**config.mk**
```make
export PLATFORM = sky130hd
export DESIGN_NAME = fetch_unit
export DESIGN_NICKNAME = d
export VERILOG_FILES = /design/src/common/fetch_pkg.sv /design/src/rtl/branch/branch_cond.sv /design/src/rtl/branch/target_calc.sv /design/src/rtl/redirect_latch.sv /design/src/rtl/pc_select.sv /design/src/rtl/fetch_unit.sv
export VERILOG_INCLUDE_DIRS = /design/src /design/src/common
export SDC_FILE = /design/constraint.sdc
export NUM_CORES = 1
export LEC_CHECK = 0
export BUFFER_PORTS_ARGS = -buffer_cell sky130_fd_sc_hd__buf_4
export CAP_MARGIN = 20
export CORE_MARGIN = 8
export CORE_UTILIZATION = 43
export DETAILED_ROUTE_END_ITERATION = 6
export PLACE_DENSITY_LB_ADDON = 0.2
export SYNTH_ARGS = -nofsm -noshare
export SYNTH_HDL_FRONTEND = slang
export SYNTH_SLANG_ARGS = --single-unit
```
**constraint.sdc**
```tcl
create_clock -name clk -period 8.7 [get_ports clk]
set_input_delay 1.305 -clock clk [delete_from_list [all_inputs] [get_ports clk]]
set_output_delay 1.305 -clock clk [all_outputs]
set_load 0.01 [all_outputs]
```
**src/common/fetch_cfg.svh**
```systemverilog
`ifndef FETCH_CFG_SVH
`define FETCH_CFG_SVH

// boot address, inside kseg1
`define FETCH_RESET_PC 32'hBFC0_0000

// kseg0/kseg1 window, top three bits dropped for the physical address
`define FETCH_KSEG_LO 32'h8000_0000
`define FETCH_KSEG_HI 32'hBFFF_FFFF

// address error on load / instruction fetch
`define FETCH_EXC_ADEL 8'h04

`endif

```
**src/common/fetch_pkg.sv**
```systemverilog
`default_nettype none

package fetch_pkg;

    // ----------------------------------------------------------------------
    // branch condition codes handed back from decode
    // ----------------------------------------------------------------------
    typedef enum logic [2:0] {
        cond_none   = 3'd0,
        cond_eq     = 3'd1,
        cond_ne     = 3'd2,
        cond_gez    = 3'd3,
        cond_gtz    = 3'd4,
        cond_lez    = 3'd5,
        cond_ltz    = 3'd6,
        cond_always = 3'd7
    } branch_cond_e;

    // how the redirect target is built
    typedef enum logic [1:0] {
        tk_rel = 2'd0,
        tk_abs = 2'd1,
        tk_reg = 2'd2
    } target_kind_e;

    // ----------------------------------------------------------------------
    // branch / jump instruction word, two views of the same bits
    // ----------------------------------------------------------------------
    typedef struct packed {
        logic [5:0]  opcode;
        logic [4:0]  rs;
        logic [4:0]  rt;
        logic [15:0] imm;
    } i_form_t;

    typedef struct packed {
        logic [5:0]  opcode;
        logic [25:0] instr_index;
    } j_form_t;

    typedef union packed {
        i_form_t i_form;
        j_form_t j_form;
    } instr_word_u;

endpackage

`default_nettype wire

```
**src/rtl/branch/branch_cond.sv**
```systemverilog
`default_nettype none

module branch_cond
    import fetch_pkg::*;
(
    input  wire logic [31:0]  rs_r,
    input  wire branch_cond_e cond_r,
    input  wire logic [31:0]  rt_r,
    output logic              taken
);

    logic rs_neg;
    logic rs_zero;
    logic rs_eq_rt;

    // sign and zero flags, no subtractor needed
    assign rs_neg   = rs_r[31];
    assign rs_zero  = (rs_r == 32'd0);
    assign rs_eq_rt = (rs_r == rt_r);

    // ----------------------------------------------------------------------
    // condition decode
    // ----------------------------------------------------------------------
    always_comb begin
        case (cond_r)
            cond_none: begin
                taken = 1'b0;
            end
            cond_eq: begin
                taken = rs_eq_rt;
            end
            cond_ne: begin
                taken = !rs_eq_rt;
            end
            cond_gez: begin
                taken = !rs_neg;
            end
            cond_gtz: begin
                // positive and nonzero
                taken = !rs_neg && !rs_zero;
            end
            cond_lez: begin
                taken = rs_neg || rs_zero;
            end
            cond_ltz: begin
                taken = rs_neg;
            end
            cond_always: begin
                taken = 1'b1;
            end
            default: begin
                taken = 1'b0;
            end
        endcase
    end

endmodule

`default_nettype wire

```
**src/rtl/branch/target_calc.sv**
```systemverilog
`default_nettype none

module target_calc
    import fetch_pkg::*;
(
    input  wire logic [31:0]  base_pc_r,
    input  wire logic [31:0]  rs_r,
    input  wire instr_word_u  instr_r,
    input  wire target_kind_e kind_r,
    output logic [31:0]       target
);

    logic [31:0] offset_ext;
    logic [31:0] rel_target;
    logic [31:0] abs_target;

    // ----------------------------------------------------------------------
    // i-type view: 16-bit offset, word aligned, sign extended
    // ----------------------------------------------------------------------
    assign offset_ext = {{14{instr_r.i_form.imm[15]}}, instr_r.i_form.imm, 2'b00};
    assign rel_target = base_pc_r + offset_ext;

    // j-type view: region of the delay slot plus the 26-bit index
    assign abs_target = {base_pc_r[31:28], instr_r.j_form.instr_index, 2'b00};

    always_comb begin
        case (kind_r)
            tk_rel: begin
                target = rel_target;
            end
            tk_abs: begin
                target = abs_target;
            end
            tk_reg: begin
                target = rs_r;
            end
            default: begin
                // unused code, fall back to the delay slot
                target = base_pc_r;
            end
        endcase
    end

endmodule

`default_nettype wire

```
**src/rtl/redirect_latch.sv**
```systemverilog
`default_nettype none

`include "fetch_cfg.svh"

module redirect_latch
    import fetch_pkg::*;
(
    input  wire logic         clk,
    input  wire logic         rst_n,
    input  wire logic         id_allowin,
    input  wire logic [31:0]  seq_pc,
    input  wire logic [31:0]  rs_value,
    input  wire logic [31:0]  rt_value,
    input  wire instr_word_u  branch_instr,
    input  wire branch_cond_e cond,
    input  wire target_kind_e kind,
    input  wire logic [31:0]  fetch_pc,
    output logic              if_valid,
    output logic [31:0]       seq_pc_r,
    output logic [31:0]       base_pc_r,
    output logic [31:0]       rs_r,
    output logic [31:0]       rt_r,
    output instr_word_u       instr_r,
    output branch_cond_e      cond_r,
    output target_kind_e      kind_r
);

    logic transfer;

    // stage handshake, fetch is always ready once out of reset
    assign transfer = if_valid && id_allowin;

    always_ff @(posedge clk) begin
        if (!rst_n) begin
            if_valid <= 1'b0;
        end else begin
            if_valid <= 1'b1;
        end
    end

    // ----------------------------------------------------------------------
    // redirect control, reset to boot address with no branch pending
    // ----------------------------------------------------------------------
    always_ff @(posedge clk) begin
        if (!rst_n) begin
            seq_pc_r  <= `FETCH_RESET_PC;
            base_pc_r <= `FETCH_RESET_PC;
            cond_r    <= cond_none;
            kind_r    <= tk_rel;
        end else if (transfer) begin
            seq_pc_r  <= seq_pc;
            // current fetch pc is the delay slot of the branch in decode
            base_pc_r <= fetch_pc;
            cond_r    <= cond;
            kind_r    <= kind;
        end
    end

    // operands and instruction word
    always_ff @(posedge clk) begin
        if (transfer) begin
            rs_r    <= rs_value;
            rt_r    <= rt_value;
            instr_r <= branch_instr;
        end
    end

endmodule

`default_nettype wire

```
**src/rtl/pc_select.sv**
```systemverilog
`default_nettype none

`include "fetch_cfg.svh"

module pc_select (
    input  wire logic [31:0] target,
    input  wire logic        rst_n,
    input  wire logic        taken,
    input  wire logic [31:0] seq_pc_r,
    input  wire logic [31:0] inst_sram_rdata,
    output logic [31:0]      fetch_pc,
    output logic [31:0]      fetch_pc_plus4,
    output logic [31:0]      fetch_pc_plus8,
    output logic [31:0]      fetch_instr,
    output logic [31:0]      inst_sram_addr,
    output logic             inst_sram_en,
    output logic             fetch_exc,
    output logic [7:0]       exc_code
);

    logic in_kseg;
    logic misaligned;

    // ----------------------------------------------------------------------
    // next pc
    // ----------------------------------------------------------------------
    assign fetch_pc       = taken ? target : seq_pc_r;
    assign fetch_pc_plus4 = fetch_pc + 32'd4;
    assign fetch_pc_plus8 = fetch_pc + 32'd8;

    // ----------------------------------------------------------------------
    // fixed mapping
    // ----------------------------------------------------------------------
    assign in_kseg = (fetch_pc >= `FETCH_KSEG_LO) && (fetch_pc <= `FETCH_KSEG_HI);

    always_comb begin
        if (in_kseg) begin
            // kseg0/kseg1 both fold onto the low 512 MB
            inst_sram_addr = {3'b000, fetch_pc[28:0]};
        end else begin
            inst_sram_addr = fetch_pc;
        end
    end

    // ----------------------------------------------------------------------
    // alignment check and sram enable
    // ----------------------------------------------------------------------
    assign misaligned = (fetch_pc[1:0] != 2'b00);

    always_comb begin
        if (misaligned) begin
            fetch_exc    = 1'b1;
            exc_code     = `FETCH_EXC_ADEL;
            inst_sram_en = 1'b0;
        end else begin
            fetch_exc    = 1'b0;
            exc_code     = 8'h00;
            inst_sram_en = rst_n;
        end
    end

    // read data goes straight to decode
    assign fetch_instr = inst_sram_rdata;

endmodule

`default_nettype wire

```
**src/rtl/fetch_unit.sv**
```systemverilog
`default_nettype none

module fetch_unit
    import fetch_pkg::*;
(
    input  wire logic         clk,
    input  wire logic         rst_n,
    input  wire logic         id_allowin,
    input  wire logic [31:0]  seq_pc,
    input  wire logic [31:0]  rs_value,
    input  wire logic [31:0]  rt_value,
    input  wire instr_word_u  branch_instr,
    input  wire branch_cond_e cond,
    input  wire target_kind_e kind,
    input  wire logic [31:0]  inst_sram_rdata,
    output logic              if_valid,
    output logic [31:0]       fetch_pc,
    output logic [31:0]       fetch_pc_plus4,
    output logic [31:0]       fetch_pc_plus8,
    output logic [31:0]       fetch_instr,
    output logic              fetch_exc,
    output logic [7:0]        exc_code,
    output logic [31:0]       inst_sram_addr,
    output logic              inst_sram_en
);

    logic [31:0]  seq_pc_r;
    logic [31:0]  base_pc_r;
    logic [31:0]  rs_r;
    logic [31:0]  rt_r;
    instr_word_u  instr_r;
    branch_cond_e cond_r;
    target_kind_e kind_r;
    logic         taken;
    logic [31:0]  target;

    // ----------------------------------------------------------------------
    // redirect registers
    // ----------------------------------------------------------------------
    redirect_latch u_redirect_latch (
        .clk          (clk),
        .rst_n        (rst_n),
        .id_allowin   (id_allowin),
        .seq_pc       (seq_pc),
        .rs_value     (rs_value),
        .rt_value     (rt_value),
        .branch_instr (branch_instr),
        .cond         (cond),
        .kind         (kind),
        .fetch_pc     (fetch_pc),
        .if_valid     (if_valid),
        .seq_pc_r     (seq_pc_r),
        .base_pc_r    (base_pc_r),
        .rs_r         (rs_r),
        .rt_r         (rt_r),
        .instr_r      (instr_r),
        .cond_r       (cond_r),
        .kind_r       (kind_r)
    );

    // ----------------------------------------------------------------------
    // taken decision and target, side by side
    // ----------------------------------------------------------------------
    branch_cond u_branch_cond (
        .rs_r   (rs_r),
        .cond_r (cond_r),
        .rt_r   (rt_r),
        .taken  (taken)
    );

    target_calc u_target_calc (
        .base_pc_r (base_pc_r),
        .rs_r      (rs_r),
        .instr_r   (instr_r),
        .kind_r    (kind_r),
        .target    (target)
    );

    // pc mux, mapping and sram side
    pc_select u_pc_select (
        .target          (target),
        .rst_n           (rst_n),
        .taken           (taken),
        .seq_pc_r        (seq_pc_r),
        .inst_sram_rdata (inst_sram_rdata),
        .fetch_pc        (fetch_pc),
        .fetch_pc_plus4  (fetch_pc_plus4),
        .fetch_pc_plus8  (fetch_pc_plus8),
        .fetch_instr     (fetch_instr),
        .inst_sram_addr  (inst_sram_addr),
        .inst_sram_en    (inst_sram_en),
        .fetch_exc       (fetch_exc),
        .exc_code        (exc_code)
    );

endmodule

`default_nettype wire

```
# --- Word-level counts from Yosys, hierarchy flattened ---
# Cells that the tools add are included.
classes:
  addsub: 3
  order_cmp: 2
  eq_ne: 10
  muxes: 8
  n_reduce_logical: 11
ops:
  columns: ["operator", "count"]
  rows:
  - ["32-bit case mux with 3 select lines", 1]
  - ["32-bit 2-to-1 mux", 2]
  - ["32-bit by 3-bit adder with 32-bit output (second input constant)", 1]
  - ["32-bit adder", 1]
  - ["32-bit by 4-bit adder with 32-bit output (second input constant)", 1]
  - ["32-bit equality test", 1]
  - ["32-bit greater-or-equal comparator (second input constant)", 1]
  - ["32-bit less-or-equal comparator (second input constant)", 1]
  - ["32-bit zero test", 1]
  - ["3-bit equality test (second input constant)", 4]
  - ["1-bit case mux with 8 select lines", 1]
  - ["3-bit by 2-bit equality test with 1-bit output (second input constant)", 2]
  - ["3-bit by 1-bit equality test with 1-bit output (second input constant)", 1]
  - ["1-bit logical AND", 3]
  - ["1-bit zero test", 3]
  - ["3-bit zero test", 1]
  - ["1-bit 2-to-1 mux", 3]
  - ["3-bit 2-to-1 mux", 1]
  - ["2-bit by 1-bit equality test with 1-bit output (second input constant)", 1]
  - ["2-bit equality test (second input constant)", 1]
  - ["2-bit zero test", 1]
  - ["2-bit nonzero test", 1]
  - ["1-bit logical OR", 1]
totals:
  ff_bits: 160
  out_inout_bits: 171
  wordCells: 42

# --- Depth between registers and ports, before layout ---
# Gate-level depths: netlist (run 1).
logic_depth:
  depth_word: 8
  ltp_mapped: 20

# --- Modules after synthesis ---
# A second synthesis (run 1) with hierarchy kept.
unflattened:
  hier_cells: 1112
  area_unflattened_um2: 11247.0
modules_own_cells:
  columns: ["mod", "instances", "cells_per_inst", "area_per_inst_um2", "seq_area_each_um2"]
  rows:
  - ["redirect_latch", 1, 411, 5930.7, 4284.1]
  - ["target_calc", 1, 294, 2419.8, 0.0]
  - ["pc_select", 1, 342, 2403.6, 0.0]
  - ["branch_cond", 1, 65, 493.0, 0.0]

# --- Least setup slack after synthesis (run 1) ---
# No wires, ideal clock.
synth_path:
  path_kind: "flip-flop to output port"
  start: "reg u_redirect_latch.rs_r[31]"
  end: "out fetch_pc_plus8[29]"
  arrival_time_ns: 4.678
  slack_ns: 2.717
  path_stages_with_launch: 21
  n_path_buf: 5
  cell_sequence: "edfxtp_1 -> nor4_1 -> nand4_1 -> or3_1 -> nand3_2 -> a21o_1 -> buf_6 -> buf_2 -> buf_2 -> buf_1 -> mux2i_1 -> inv_1 -> ha_1 -> clkbuf_1 -> nand2_1 -> or3_1 -> nor2_1 -> a21oi_1 -> or2_2 -> or4b_4 -> xnor2_2"
synth_via:
  elab_chain_len: 6
synth_lines:
  columns: ["item", "line", "rtl"]
  rows:
  - ["from (decl)", "redirect_latch.sv:21", "output logic [31:0] rs_r,"]
  - ["from (signal assigned)", "redirect_latch.sv:62", "rs_r <= rs_value;"]
  - ["32-bit zero test", "branch_cond.sv:18", "assign rs_zero = (rs_r == 32'd0);"]
  - ["1-bit zero test", "branch_cond.sv:40", "taken = !rs_neg && !rs_zero;"]
  - ["1-bit logical AND", "branch_cond.sv:40", null]
  - ["1-bit case mux with 8 select lines *", "branch_cond.sv:25", "case (cond_r)"]
  - ["32-bit 2-to-1 mux *", "pc_select.sv:27", "assign fetch_pc = taken ? target : seq_pc_r;"]
  - ["named net fetch_pc[3]", "fetch_unit.sv:17", "output logic [31:0] fetch_pc,"]
  - ["32-bit by 4-bit adder with 32-bit output *", "pc_select.sv:29", "assign fetch_pc_plus8 = fetch_pc + 32'd8;"]
  - ["to (decl)", "fetch_unit.sv:19", "output logic [31:0] fetch_pc_plus8,"]
# The timed path passes the listed nets; every way through them passes the cells marked *.

# --- Worst setup path in the final report (run 1) ---
layout_path:
  start: "reg u_redirect_latch.rs_r[3]"
  end: "out fetch_pc_plus8[31]"
layout_via:
  elab_chain_len: 6
layout_lines:
  columns: ["item", "line"]
  rows:
  - ["32-bit zero test", "branch_cond.sv:18"]
  - ["1-bit zero test", "branch_cond.sv:40"]
  - ["1-bit logical AND", "branch_cond.sv:40"]
  - ["1-bit case mux with 8 select lines", "branch_cond.sv:25"]
  - ["32-bit 2-to-1 mux *", "pc_select.sv:27"]
  - ["32-bit by 4-bit adder with 32-bit output *", "pc_select.sv:29"]
# Mark *: on every way between the ends. The rest lies on a longest branch, timed or not.

==> results.toml, run 1 <==
[status]
status = "finished, final reports clean"

[critical_path]
endpoint_kind = "primary output"
critPathTopFamily = "simple AND/OR/NAND/NOR gates"
crit_chain = "xnor2_1 > nand4_1 > nor4_2 > a22o_1 > a21o_1 > buf_4 > mux2i_1 > inv_1 > ha_1 > nand2_1 > or3_1 > nor4_1 > a21oi_1 > nor3b_2 > nand3_1 > xnor2_1 > buf_4"
cpMaxStageDelayCell = "edfxtp_1"
worstPathRequired_ps = 7390
critical_path_class = "register to primary output"
critPathMaxFanout = 37
slowest_delay_ps = 520
arrival_ps = 5590
crit_path_start_kind = "register"
ff2ff_setup_slack_ps = 4360
cp_num_buf_inv = 3

[global_route]
grt_antenna_before_repair = 0
grt-ovfl-total = 0
grt_pass1_wl_mm = 52.2
grt_max_degree = 92
grtUsageTotal = 0.235
grt_pass1_vias = 8654

[cells_and_area]
syn_to_final_growth_pct = 22.5
fillers = 2208
nNetsFinal = 1520
design_area_sq_um = 12700
layout-drive-gt1-share = 0.261
n_antenna_cell = 0

[timing]
finalMaxSlewViolations = 0
setup-tns-final_ps = 0
finClkSkew_ps = 13.1
hold_violations = 0
max_slew_margin = 0.358
rsz0062_at_grt = "false"
period_share = 0.792
finalSetupViolations = 0
fmax_mhz = 145
fin_crit_ps = 6890
max_slew.worst_pin.slew_ps = 939

[place]
place_congestion = 0.909
placed_area_sq_um = 12000
hpwlAfterDp_mm = 27.8
portBuffers = 261

[clock_tree]
h-tree-depth = 4
worstSkewPairLatency_ps = 430
clk_path_buf_depth = 2
post_cts_buffers = 0
clk_pin_slew_ps = 70
hold_buffers = 0
cts_buffers = 17
cts_root_buf = "clkbuf_16"
cts_tree = "yes"
clock-sinks = 160
ctsResizeCount = 0

[synthesis]
ys_ff_latch = 160
synth_area_sq_um = 10300
async_flop_share = 0
synth_cells = 1148
muxShareOfSynthArea = 0.0607
synth_top_family_by_area = "simple AND/OR/NAND/NOR gates"
yosys.area_share.simple = 0.182
avgSynthCellArea_sq_um = 9.00
synth-compound-area-share = 0.150
netlist.area_leader.share = 0.262
synthXorXnorAreaFrac = 0.0813
yosys.area_share.adder = 0.0395
synth_top_area_cell = "edfxtp_1"
ys_types = 79
ys.flop_type = "edfxtp_1"
yosysMostFrequentCell = "nand2_1"
ys_seq_area_frac = 0.397
synthTopCellsByCount = "171 x nand2_1, 95 x a21oi_1, 90 x edfxtp_1, 83 x nor2_1, 77 x xnor2_1"
synth.area.top_cells = "edfxtp_1 26%, dfxtp_1 14%, xnor2_1 6.5%, nand2_1 6.2%, buf_4 5.4%"
yosys_warnings = 0
synth-edff-count = 90

[die]
row_count = 56
core_area_sq_um = 23500
start_util = 0.439
die-area_sq_um = 29200
die_h_um = 171
ioPinCount = 339
die_w_um = 171

[detailed_routing]
wl_mm = 35.6
ant_nets = 0
drt_iter0_markers = 708
vias_per_cell = 5.47
wl_per_cell_um = 21.6
drc = 0
dr_total_vias = 9029
dr.pass1.iters = 5

[job]
max_cap_viol_count = 0

[hold_path]
min_path_type = "register to register"

[pwr]
vdd_ir_drop_max_mv = 0.133
p_per_area_nw_per_um2 = 173
power_leakage_nw = 5.10
[power breakdown]
part / leakage [nW] / internal [mW] / switching, mW
logic: 3.38 / 0.235 / 0.296
registers: 1.42 / 0.838 / 0.0347
clock network: 0.298 / 0.452 / 0.336
total: 5.10 / 1.52 / 0.667
[per-layer routing]
layer	wire (um)	GRT usage
met5	0	0
met4	1050	0.0813
met3	3040	0.0493
met2	15500	0.361
met1	16000	0.323
[worst reg2reg max path: cells and delay by family, from the launching register on]
kind / cells / cell delay (ps)
adders and majority gates: 1 / 460
muxes: 1 / 350
DFF: 1 / 840
AOI/OAI and AO/OA: 8 / 2460
xor gates and xnor gates: 1 / 140
[layout by cell type, fill, tap and decap left out, types with 5 or more instances in the layout]
cell type  instances
buf_4            270
nand2_1          170
a21oi_1           94
edfxtp_1          90
nor2_1            83
xnor2_1           77
dfxtp_1           70
inv_1             41
nand3_1           41
ha_1              31
mux2i_1           30
o21ai_0           27
nand4_1           21
a211oi_1          21
clkbuf_16         18
xor2_1            17
nor3_1            15
nor4_1            14
mux2_2            11
or3_1             10
nor2b_1           10
mux4_2             9
and3_1             9
a31oi_1            8
o211ai_1           8
a21o_1             8
conb_1             7
o22ai_1            6
nor3b_1            6
inv_6              5
nand2b_1           5
[worst paths after layout]
path,cells after the start,startpoint,endpoint
max,17,u_redirect_latch.rs_r[3],fetch_pc_plus8[31]
min reg2reg,2,u_redirect_latch.seq_pc_r[12],u_redirect_latch.seq_pc_r[12]
max reg2reg,11,u_redirect_latch.instr_r[15],u_redirect_latch.base_pc_r[31]
min,2,u_redirect_latch.seq_pc_r[12],u_redirect_latch.seq_pc_r[12]
[through the flow]
| stage | hold WS [ps] | worst slack (ps) | utilization | power (mW) | instances |
|---|---|---|---|---|---|
| 2_1_floorplan | 434 | 2720 | - | 1.21 | 1154 |
| 3_3_place_gp | 448 | 2320 | 0.512 | 1.41 | 1620 |
| 3_5_place_dp | 452 | 2260 | 0.512 | 1.42 | 1620 |
| 4_1_cts | 461 | 1800 | 0.538 | 2.20 | 1652 |
| 5_1_grt | 487 | 1440 | 0.538 | 2.29 | 1652 |
| 6_report | 459 | 1810 | 0.538 | 2.19 | 1652 |
[sequential cells by signal, summed over array words and instances, names as in the netlist]
register / count
u_redirect_latch.base_pc_r: 32
u_redirect_latch.cond_r: 3
u_redirect_latch.if_valid: 1
u_redirect_latch.instr_r: 26
u_redirect_latch.kind_r: 2
u_redirect_latch.rs_r: 32
u_redirect_latch.rt_r: 32
u_redirect_latch.seq_pc_r: 32
[layout make-up]
class | count | area [sq um] | share of cell area
timing repair buffer | 270 | 2030 | 0.160
clock buffer | 19 | 454 | 0.0359
sequential | 160 | 4100 | 0.324
tap | 319 | 399 | 0.0315
inverter | 44 | 170 | 0.0134
multi-input combinational | 827 | 5340 | 0.422
clock inverter | 13 | 160 | 0.0127
[cell families after synthesis]
logic type      count (synthesis)
compound gates                239
xor+xnor                       95
fa+ha+maj                      32
buf+inv                       167
flops                         160
mux                            50
other cells                     1
simple gates                  404
Power figures use the tool's default switching activity.
==> run 2: changes to the inputs <==
==> constraint.sdc (replaced) <==
create_clock -name clk -period 6.4 [get_ports clk]
set_input_delay 0.96 -clock clk [delete_from_list [all_inputs] [get_ports clk]]
set_output_delay 0.96 -clock clk [all_outputs]
set_load 0.01 [all_outputs]
==> run 2 against run 1 <==
Effect of this change:
- worst hold slack better by 4.6 ps
- worst setup slack worse by 1500 ps
- die area stayed put
- combinational power is 37% higher
- via count is 0.64% higher
- largest power group unchanged
==> results.toml, run 2 (synthesized netlist as in run 1, its figures left out) <==
[status]
status = "finished, final reports clean"

[timing]
finalMaxSlewViolations = 0
max_slew.worst_pin.slew_ps = 843
finalSetupViolations = 0
holdWs_ps = 464
worst_slack_ps = 323
finClkSkew_ps = 11.7
setup-tns-final_ps = 0
max_slew_margin = 0.424
fin_crit_ps = 6080
fmax_mhz = 165
period_share = 0.949
hold_violations = 0
rsz0062_at_grt = "false"

[detailed_routing]
drt_iter0_markers = 674
ant_nets = 0
wl_mm = 35.8
dr_total_vias = 9087
wl_per_cell_um = 21.5
drc = 0
dr.pass1.iters = 5
vias_per_cell = 5.46

[clock_tree]
cts_tree = "yes"
clock-sinks = 160
worstSkewPairLatency_ps = 430
ctsResizeCount = 0
h-tree-depth = 4
cts_buffers = 17
post_cts_buffers = 0
cts_root_buf = "clkbuf_16"
hold_buffers = 0
clk_pin_slew_ps = 70
clk_path_buf_depth = 2

[hold_path]
worst_hold_path.endpoint = "u_redirect_latch.seq_pc_r[30]"
hp-start = "u_redirect_latch.seq_pc_r[30]"
min_path_type = "register to register"
min_path_cells = 2

[place]
placedCellCount = 1631
placed_area_sq_um = 12100
hpwlAfterDp_mm = 28.2
post-place-ws_ps = 877
place_congestion = 0.931
portBuffers = 261

[pwr]
power_leakage_nw = 5.14
vdd_ir_drop_max_mv = 0.172
design_power_total_mw = 2.92
p_per_area_nw_per_um2 = 230

[cells_and_area]
layout_commonest_cell = "buf_4"
mostFrequentLayoutCells = "281 x buf_4, 170 x nand2_1, 94 x a21oi_1, 90 x edfxtp_1, 83 x nor2_1"
utilization = 0.540
layout-drive-gt1-share = 0.267
syn_to_final_growth_pct = 23.1
nNetsFinal = 1531
design_area_sq_um = 12700
layout.cells.non_filler = 1663
fillers = 2256
n_antenna_cell = 0

[global_route]
grt.busiest_layer = "met2"
globalRouteMet1Util = 0.317
grt_pass1_vias = 8887
grt_max_degree = 99
grt-ovfl-total = 0
grtUsageMet2 = 0.370
grt_antenna_before_repair = 0
grt_pass1_wl_mm = 52.9
grt_util_met3 = 0.0592
grtUsageTotal = 0.239

[critical_path]
critPathMaxFanout = 6
critPathTopFamily = "compound AO/OA/AOI/OAI gates"
r2r_end = "u_redirect_latch.base_pc_r[31]"
cp_num_buf_inv = 2
cpMaxStageDelayCell = "a2111oi_0"
slowest_delay_ps = 730
crit_chain = "ha_1 > inv_1 > fa_1 > nor2b_1 > o211ai_1 > a211oi_2 > o31ai_1 > a21oi_1 > mux2i_1 > a2111oi_0 > a32oi_1 > nor3_1 > nand3_1 > xnor2_1 > buf_4"
endpoint_kind = "primary output"
ff2ff_path_depth = 11
crit_path_start_kind = "register"
worstPathRequired_ps = 5440
ff2ff_setup_slack_ps = 2420
arrival_ps = 5120
critical_path_class = "register to primary output"
timing.rr.start = "u_redirect_latch.instr_r[15]"

[die]
die-area_sq_um = 29200
die_h_um = 171
core_area_sq_um = 23500
ioPinCount = 339
die_w_um = 171
row_count = 56
start_util = 0.439

[job]
max_cap_viol_count = 0
run 2: cell types whose count changed in the layout (fill, tap and decap cells not counted), moves of 2 or more:
cell / change
buf_4: +11
clkinv_4: +2
clkinv_8: +3
bufinv_16: -2
run 2: how the worst max path moves through the flow:
| stage | from | cells past startpoint | endpoint | slack [ps] |
|---|---|---|---|---|
| 2_1_floorplan | u_redirect_latch.rs_r[31] | 20 | fetch_pc_plus8[29] | 760 |
| 3_5_place_dp | u_redirect_latch.instr_r[0] | 15 | fetch_pc_plus8[31] | 880 |
| 5_1_grt | u_redirect_latch.instr_r[0] | 15 | fetch_pc_plus8[31] | 10 |
| 4_1_cts | u_redirect_latch.instr_r[0] | 15 | fetch_pc_plus8[31] | 370 |
| 3_3_place_gp | u_redirect_latch.rs_r[27] | 14 | fetch_pc_plus8[29] | 930 |
| 6_report | u_redirect_latch.instr_r[0] | 15 | fetch_pc_plus8[31] | 320 |
run 2: per-layer routing:
| metal | share of wire | vias up |
|---|---|---|
| li1 | - | 4405 |
| met1 | 0.43 | 4191 |
| met2 | 0.44 | 439 |
| met3 | 0.10 | 52 |
| met4 | 0.028 | 0 |
| met5 | 0 | - |
run 2: layout make-up:
class | instances | area [sq um] | share of cell area
Clock inverter | 14 | 156 | 0.0123
Inverter | 44 | 170 | 0.0134
Clock buffer | 18 | 429 | 0.0338
Timing Repair Buffer | 281 | 2110 | 0.166
Sequential cell | 160 | 4100 | 0.323
Tap cell | 319 | 399 | 0.0314
Multi-Input combinational cell | 827 | 5340 | 0.420
run 2: power by group:
part	total, mW	internal, mW	switching (mW)
clock	1.01	0.524	0.489
sequential	1.18	1.14	0.0441
combinational	0.728	0.323	0.405
run 2: worst register-to-register path: stages (launching register included):
cell	delay, ps
edfxtp_1	460
ha_1	410
a21o_1	210
o21bai_1	240
a221o_1	460
o31ai_1	450
o21ai_0	140
a21oi_1	310
xnor2_1	170
mux2_2	350
o31a_1	450
a21o_1	230
==> run 3: changes to the inputs <==
--- a/config.mk
+++ b/config.mk
@@ -6,6 +6,7 @@
 export SDC_FILE = /design/constraint.sdc
 export NUM_CORES = 1
 export LEC_CHECK = 0
+export ABC_AREA = 1
 export BUFFER_PORTS_ARGS = -buffer_cell sky130_fd_sc_hd__buf_4
 export CAP_MARGIN = 20
 export CORE_MARGIN = 8
==> run 3 against run 2 <==
Effect of this change:
- clock power is essentially flat
- clock skew increased by 11 ps
- sequential share of layout area is 2.5 points lower
- critical path depth increased by 2
- design area up 8.4%
- via count rose by 19%
- first-iteration DRC count grew 15%
- core utilization shrank 1.2 points
- synthesized cell count is 39% higher
- critical endpoint is now fetch_pc_plus4[17]
- largest cell class unchanged
==> results.toml, run 3 <==
[status]
status = "finished, final reports clean"

[die]
die_h_um = 179
ioPinCount = 339
row_count = 59
die-area_sq_um = 32100
core_area_sq_um = 26100
die_w_um = 179
start_util = 0.438

[critical_path]
critPathMaxFanout = 30
ff2ff_path_depth = 12
arrival_ps = 4300
critical_path_class = "register to primary output"
worstPathRequired_ps = 5440
endpoint_kind = "primary output"
crit_path_start_kind = "register"

[synthesis]
synth_top_area_cell = "edfxtp_1"
synth.area.top_cells = "edfxtp_1 24%, nand2_1 16%, dfxtp_1 12%, inv_1 7.0%, buf_4 4.9%"
ys_seq_area_frac = 0.358
avgSynthCellArea_sq_um = 7.17
yosys_warnings = 0
synthTopCellsByCount = "497 x nand2_1, 214 x inv_1, 140 x nor2_1, 90 x edfxtp_1, 89 x nand3_1"
netlist.area_leader.share = 0.236
synth-edff-count = 90
ys.flop_type = "edfxtp_1"
ys_types = 41
synth_cells = 1598
yosysMostFrequentCell = "nand2_1"
synth_area_sq_um = 11500
async_flop_share = 0
ys_ff_latch = 160

[timing]
hold_violations = 0
fmax_mhz = 190
period_share = 0.822
finalSetupViolations = 0
worst_slack_ps = 1140
max_slew_margin = 0.399
finalMaxSlewViolations = 0
setup-tns-final_ps = 0
fin_crit_ps = 5260
finClkSkew_ps = 22.4
rsz0062_at_grt = "false"
max_slew.worst_pin.slew_ps = 897

[global_route]
grtUsageTotal = 0.239
grt-ovfl-total = 0
grt_pass1_wl_mm = 58.3
grt_antenna_before_repair = 0
grt_max_degree = 99
grt_pass1_vias = 10500

[detailed_routing]
drc = 0
dr_total_vias = 10800
wl_per_cell_um = 18.3
wl_mm = 39.0
vias_per_cell = 5.06
dr.pass1.iters = 5
ant_nets = 0
drt_iter0_markers = 778

[clock_tree]
clk_path_buf_depth = 2
worstSkewPairLatency_ps = 440
cts_buffers = 17
post_cts_buffers = 0
ctsResizeCount = 0
hold_buffers = 0
h-tree-depth = 4
cts_tree = "yes"
cts_root_buf = "clkbuf_16"
clock-sinks = 160
clk_pin_slew_ps = 80

[pwr]
intPower_mw = 2.04
p_per_area_nw_per_um2 = 229
vdd_ir_drop_max_mv = 0.144
power_leakage_nw = 6.76
switching_power_mw = 1.12
sw_frac_of_total = 0.353
power.share.sequential = 0.378
power_frac_clock = 0.322
combPwrFrac = 0.300

[cells_and_area]
multi_input_area_sq_um = 5790
syn_to_final_growth_pct = 20.4
n_antenna_cell = 0
layout_commonest_cell = "nand2_1"
fillers = 2589
regArea_sq_um = 4100
layout.cells.non_filler = 2129
mostFrequentLayoutCells = "496 x nand2_1, 268 x buf_4, 214 x inv_1, 140 x nor2_1, 90 x edfxtp_1"
layout-drive-gt1-share = 0.223
nNetsFinal = 1981

[hold_path]
min_path_type = "register to register"
min_path_cells = 2

[place]
placedCellCount = 2096
portBuffers = 261
post-place-ws_ps = 1600
place_congestion = 0.940
hpwlAfterDp_mm = 31.2

[job]
max_cap_viol_count = 0
-- run 3: cell types whose count changed in the layout (fill, tap and decap cells not counted), moves of 14 or more --
cell	before	now
a211oi_1	21	1
a21oi_1	94	57
inv_1	41	214
mux2i_1	30	0
nand2_1	170	496
nand2_2	2	20
nand3_1	41	89
nand3b_1	1	15
nor2_1	83	140
nor2_2	0	14
nor2_4	0	21
nor4_1	14	0
o21ai_0	27	77
xnor2_1	77	31
-- run 3: kinds of logic after synthesis --
| kind of cell | after synthesis | synth area share |
|---|---|---|
| other cells | 1 | 0.000327 |
| xor+xnor | 56 | 0.0428 |
| simple gates | 837 | 0.325 |
| fa+ha+maj | 32 | 0.0356 |
| buf+inv | 334 | 0.138 |
| flops | 160 | 0.358 |
| compound gates | 178 | 0.0995 |
-- run 3: critical path, stage by stage (launching register included) --
cell,delay [ps]
edfxtp_1,480
xnor2_1,330
nand2_1,110
nor2_2,100
nand2_2,70
nor2_4,140
nand3_2,160
nand3_4,370
buf_4,440
nand2_1,90
nand2_1,250
ha_1,350
nand2_2,150
nor2_4,240
nand2_2,130
nor2_1,150
xor2_1,160
buf_4,150
-- run 3: worst paths after layout --
check / start / endpoint / slack (ps)
setup reg to reg: u_redirect_latch.instr_r[15] / u_redirect_latch.base_pc_r[31] / 2990
hold / removal: u_redirect_latch.seq_pc_r[0] / u_redirect_latch.seq_pc_r[0] / 450
setup / recovery: u_redirect_latch.rs_r[31] / fetch_pc_plus4[17] / 1140
hold reg to reg: u_redirect_latch.seq_pc_r[0] / u_redirect_latch.seq_pc_r[0] / 450
-- run 3: cell type report --
type / instances / area share
multi-input cells: 1110 / 0.420
flip-flops and latches: 160 / 0.298
repair buffers: 269 / 0.148
inverters: 223 / 0.0609
clock buffers: 17 / 0.0309
well taps: 335 / 0.0304
clock inverters: 15 / 0.0122
-- run 3: metal layers --
metal | global-route usage | wire (um)
met2 | 0.393 | 18200
met5 | 0 | 0
met1 | 0.303 | 16400
met4 | 0.0965 | 1350
met3 | 0.0512 | 3070
-- run 3: through the flow --
stage | util | area (sq um) | hold WS, ps | power, mW
floorplan | - | 11500 | 424 | 1.78
global placement | 0.504 | 13200 | 441 | 2.15
detailed placement | 0.504 | 13200 | 443 | 2.16
CTS | 0.526 | 13800 | 455 | 3.17
global route | 0.528 | 13800 | 471 | 3.30
finish | 0.528 | 13800 | 451 | 3.16
-- run 3: power by group through the flow --
stage | registers [mW] | clock network [mW] | logic (mW)
after floorplan | 1.20 | 0 | 0.585
after global placement | 1.21 | 0 | 0.935
after detailed placement | 1.21 | 0 | 0.943
after CTS | 1.19 | 1.03 | 0.947
after global routing | 1.20 | 1.07 | 1.03
final | 1.19 | 1.02 | 0.947
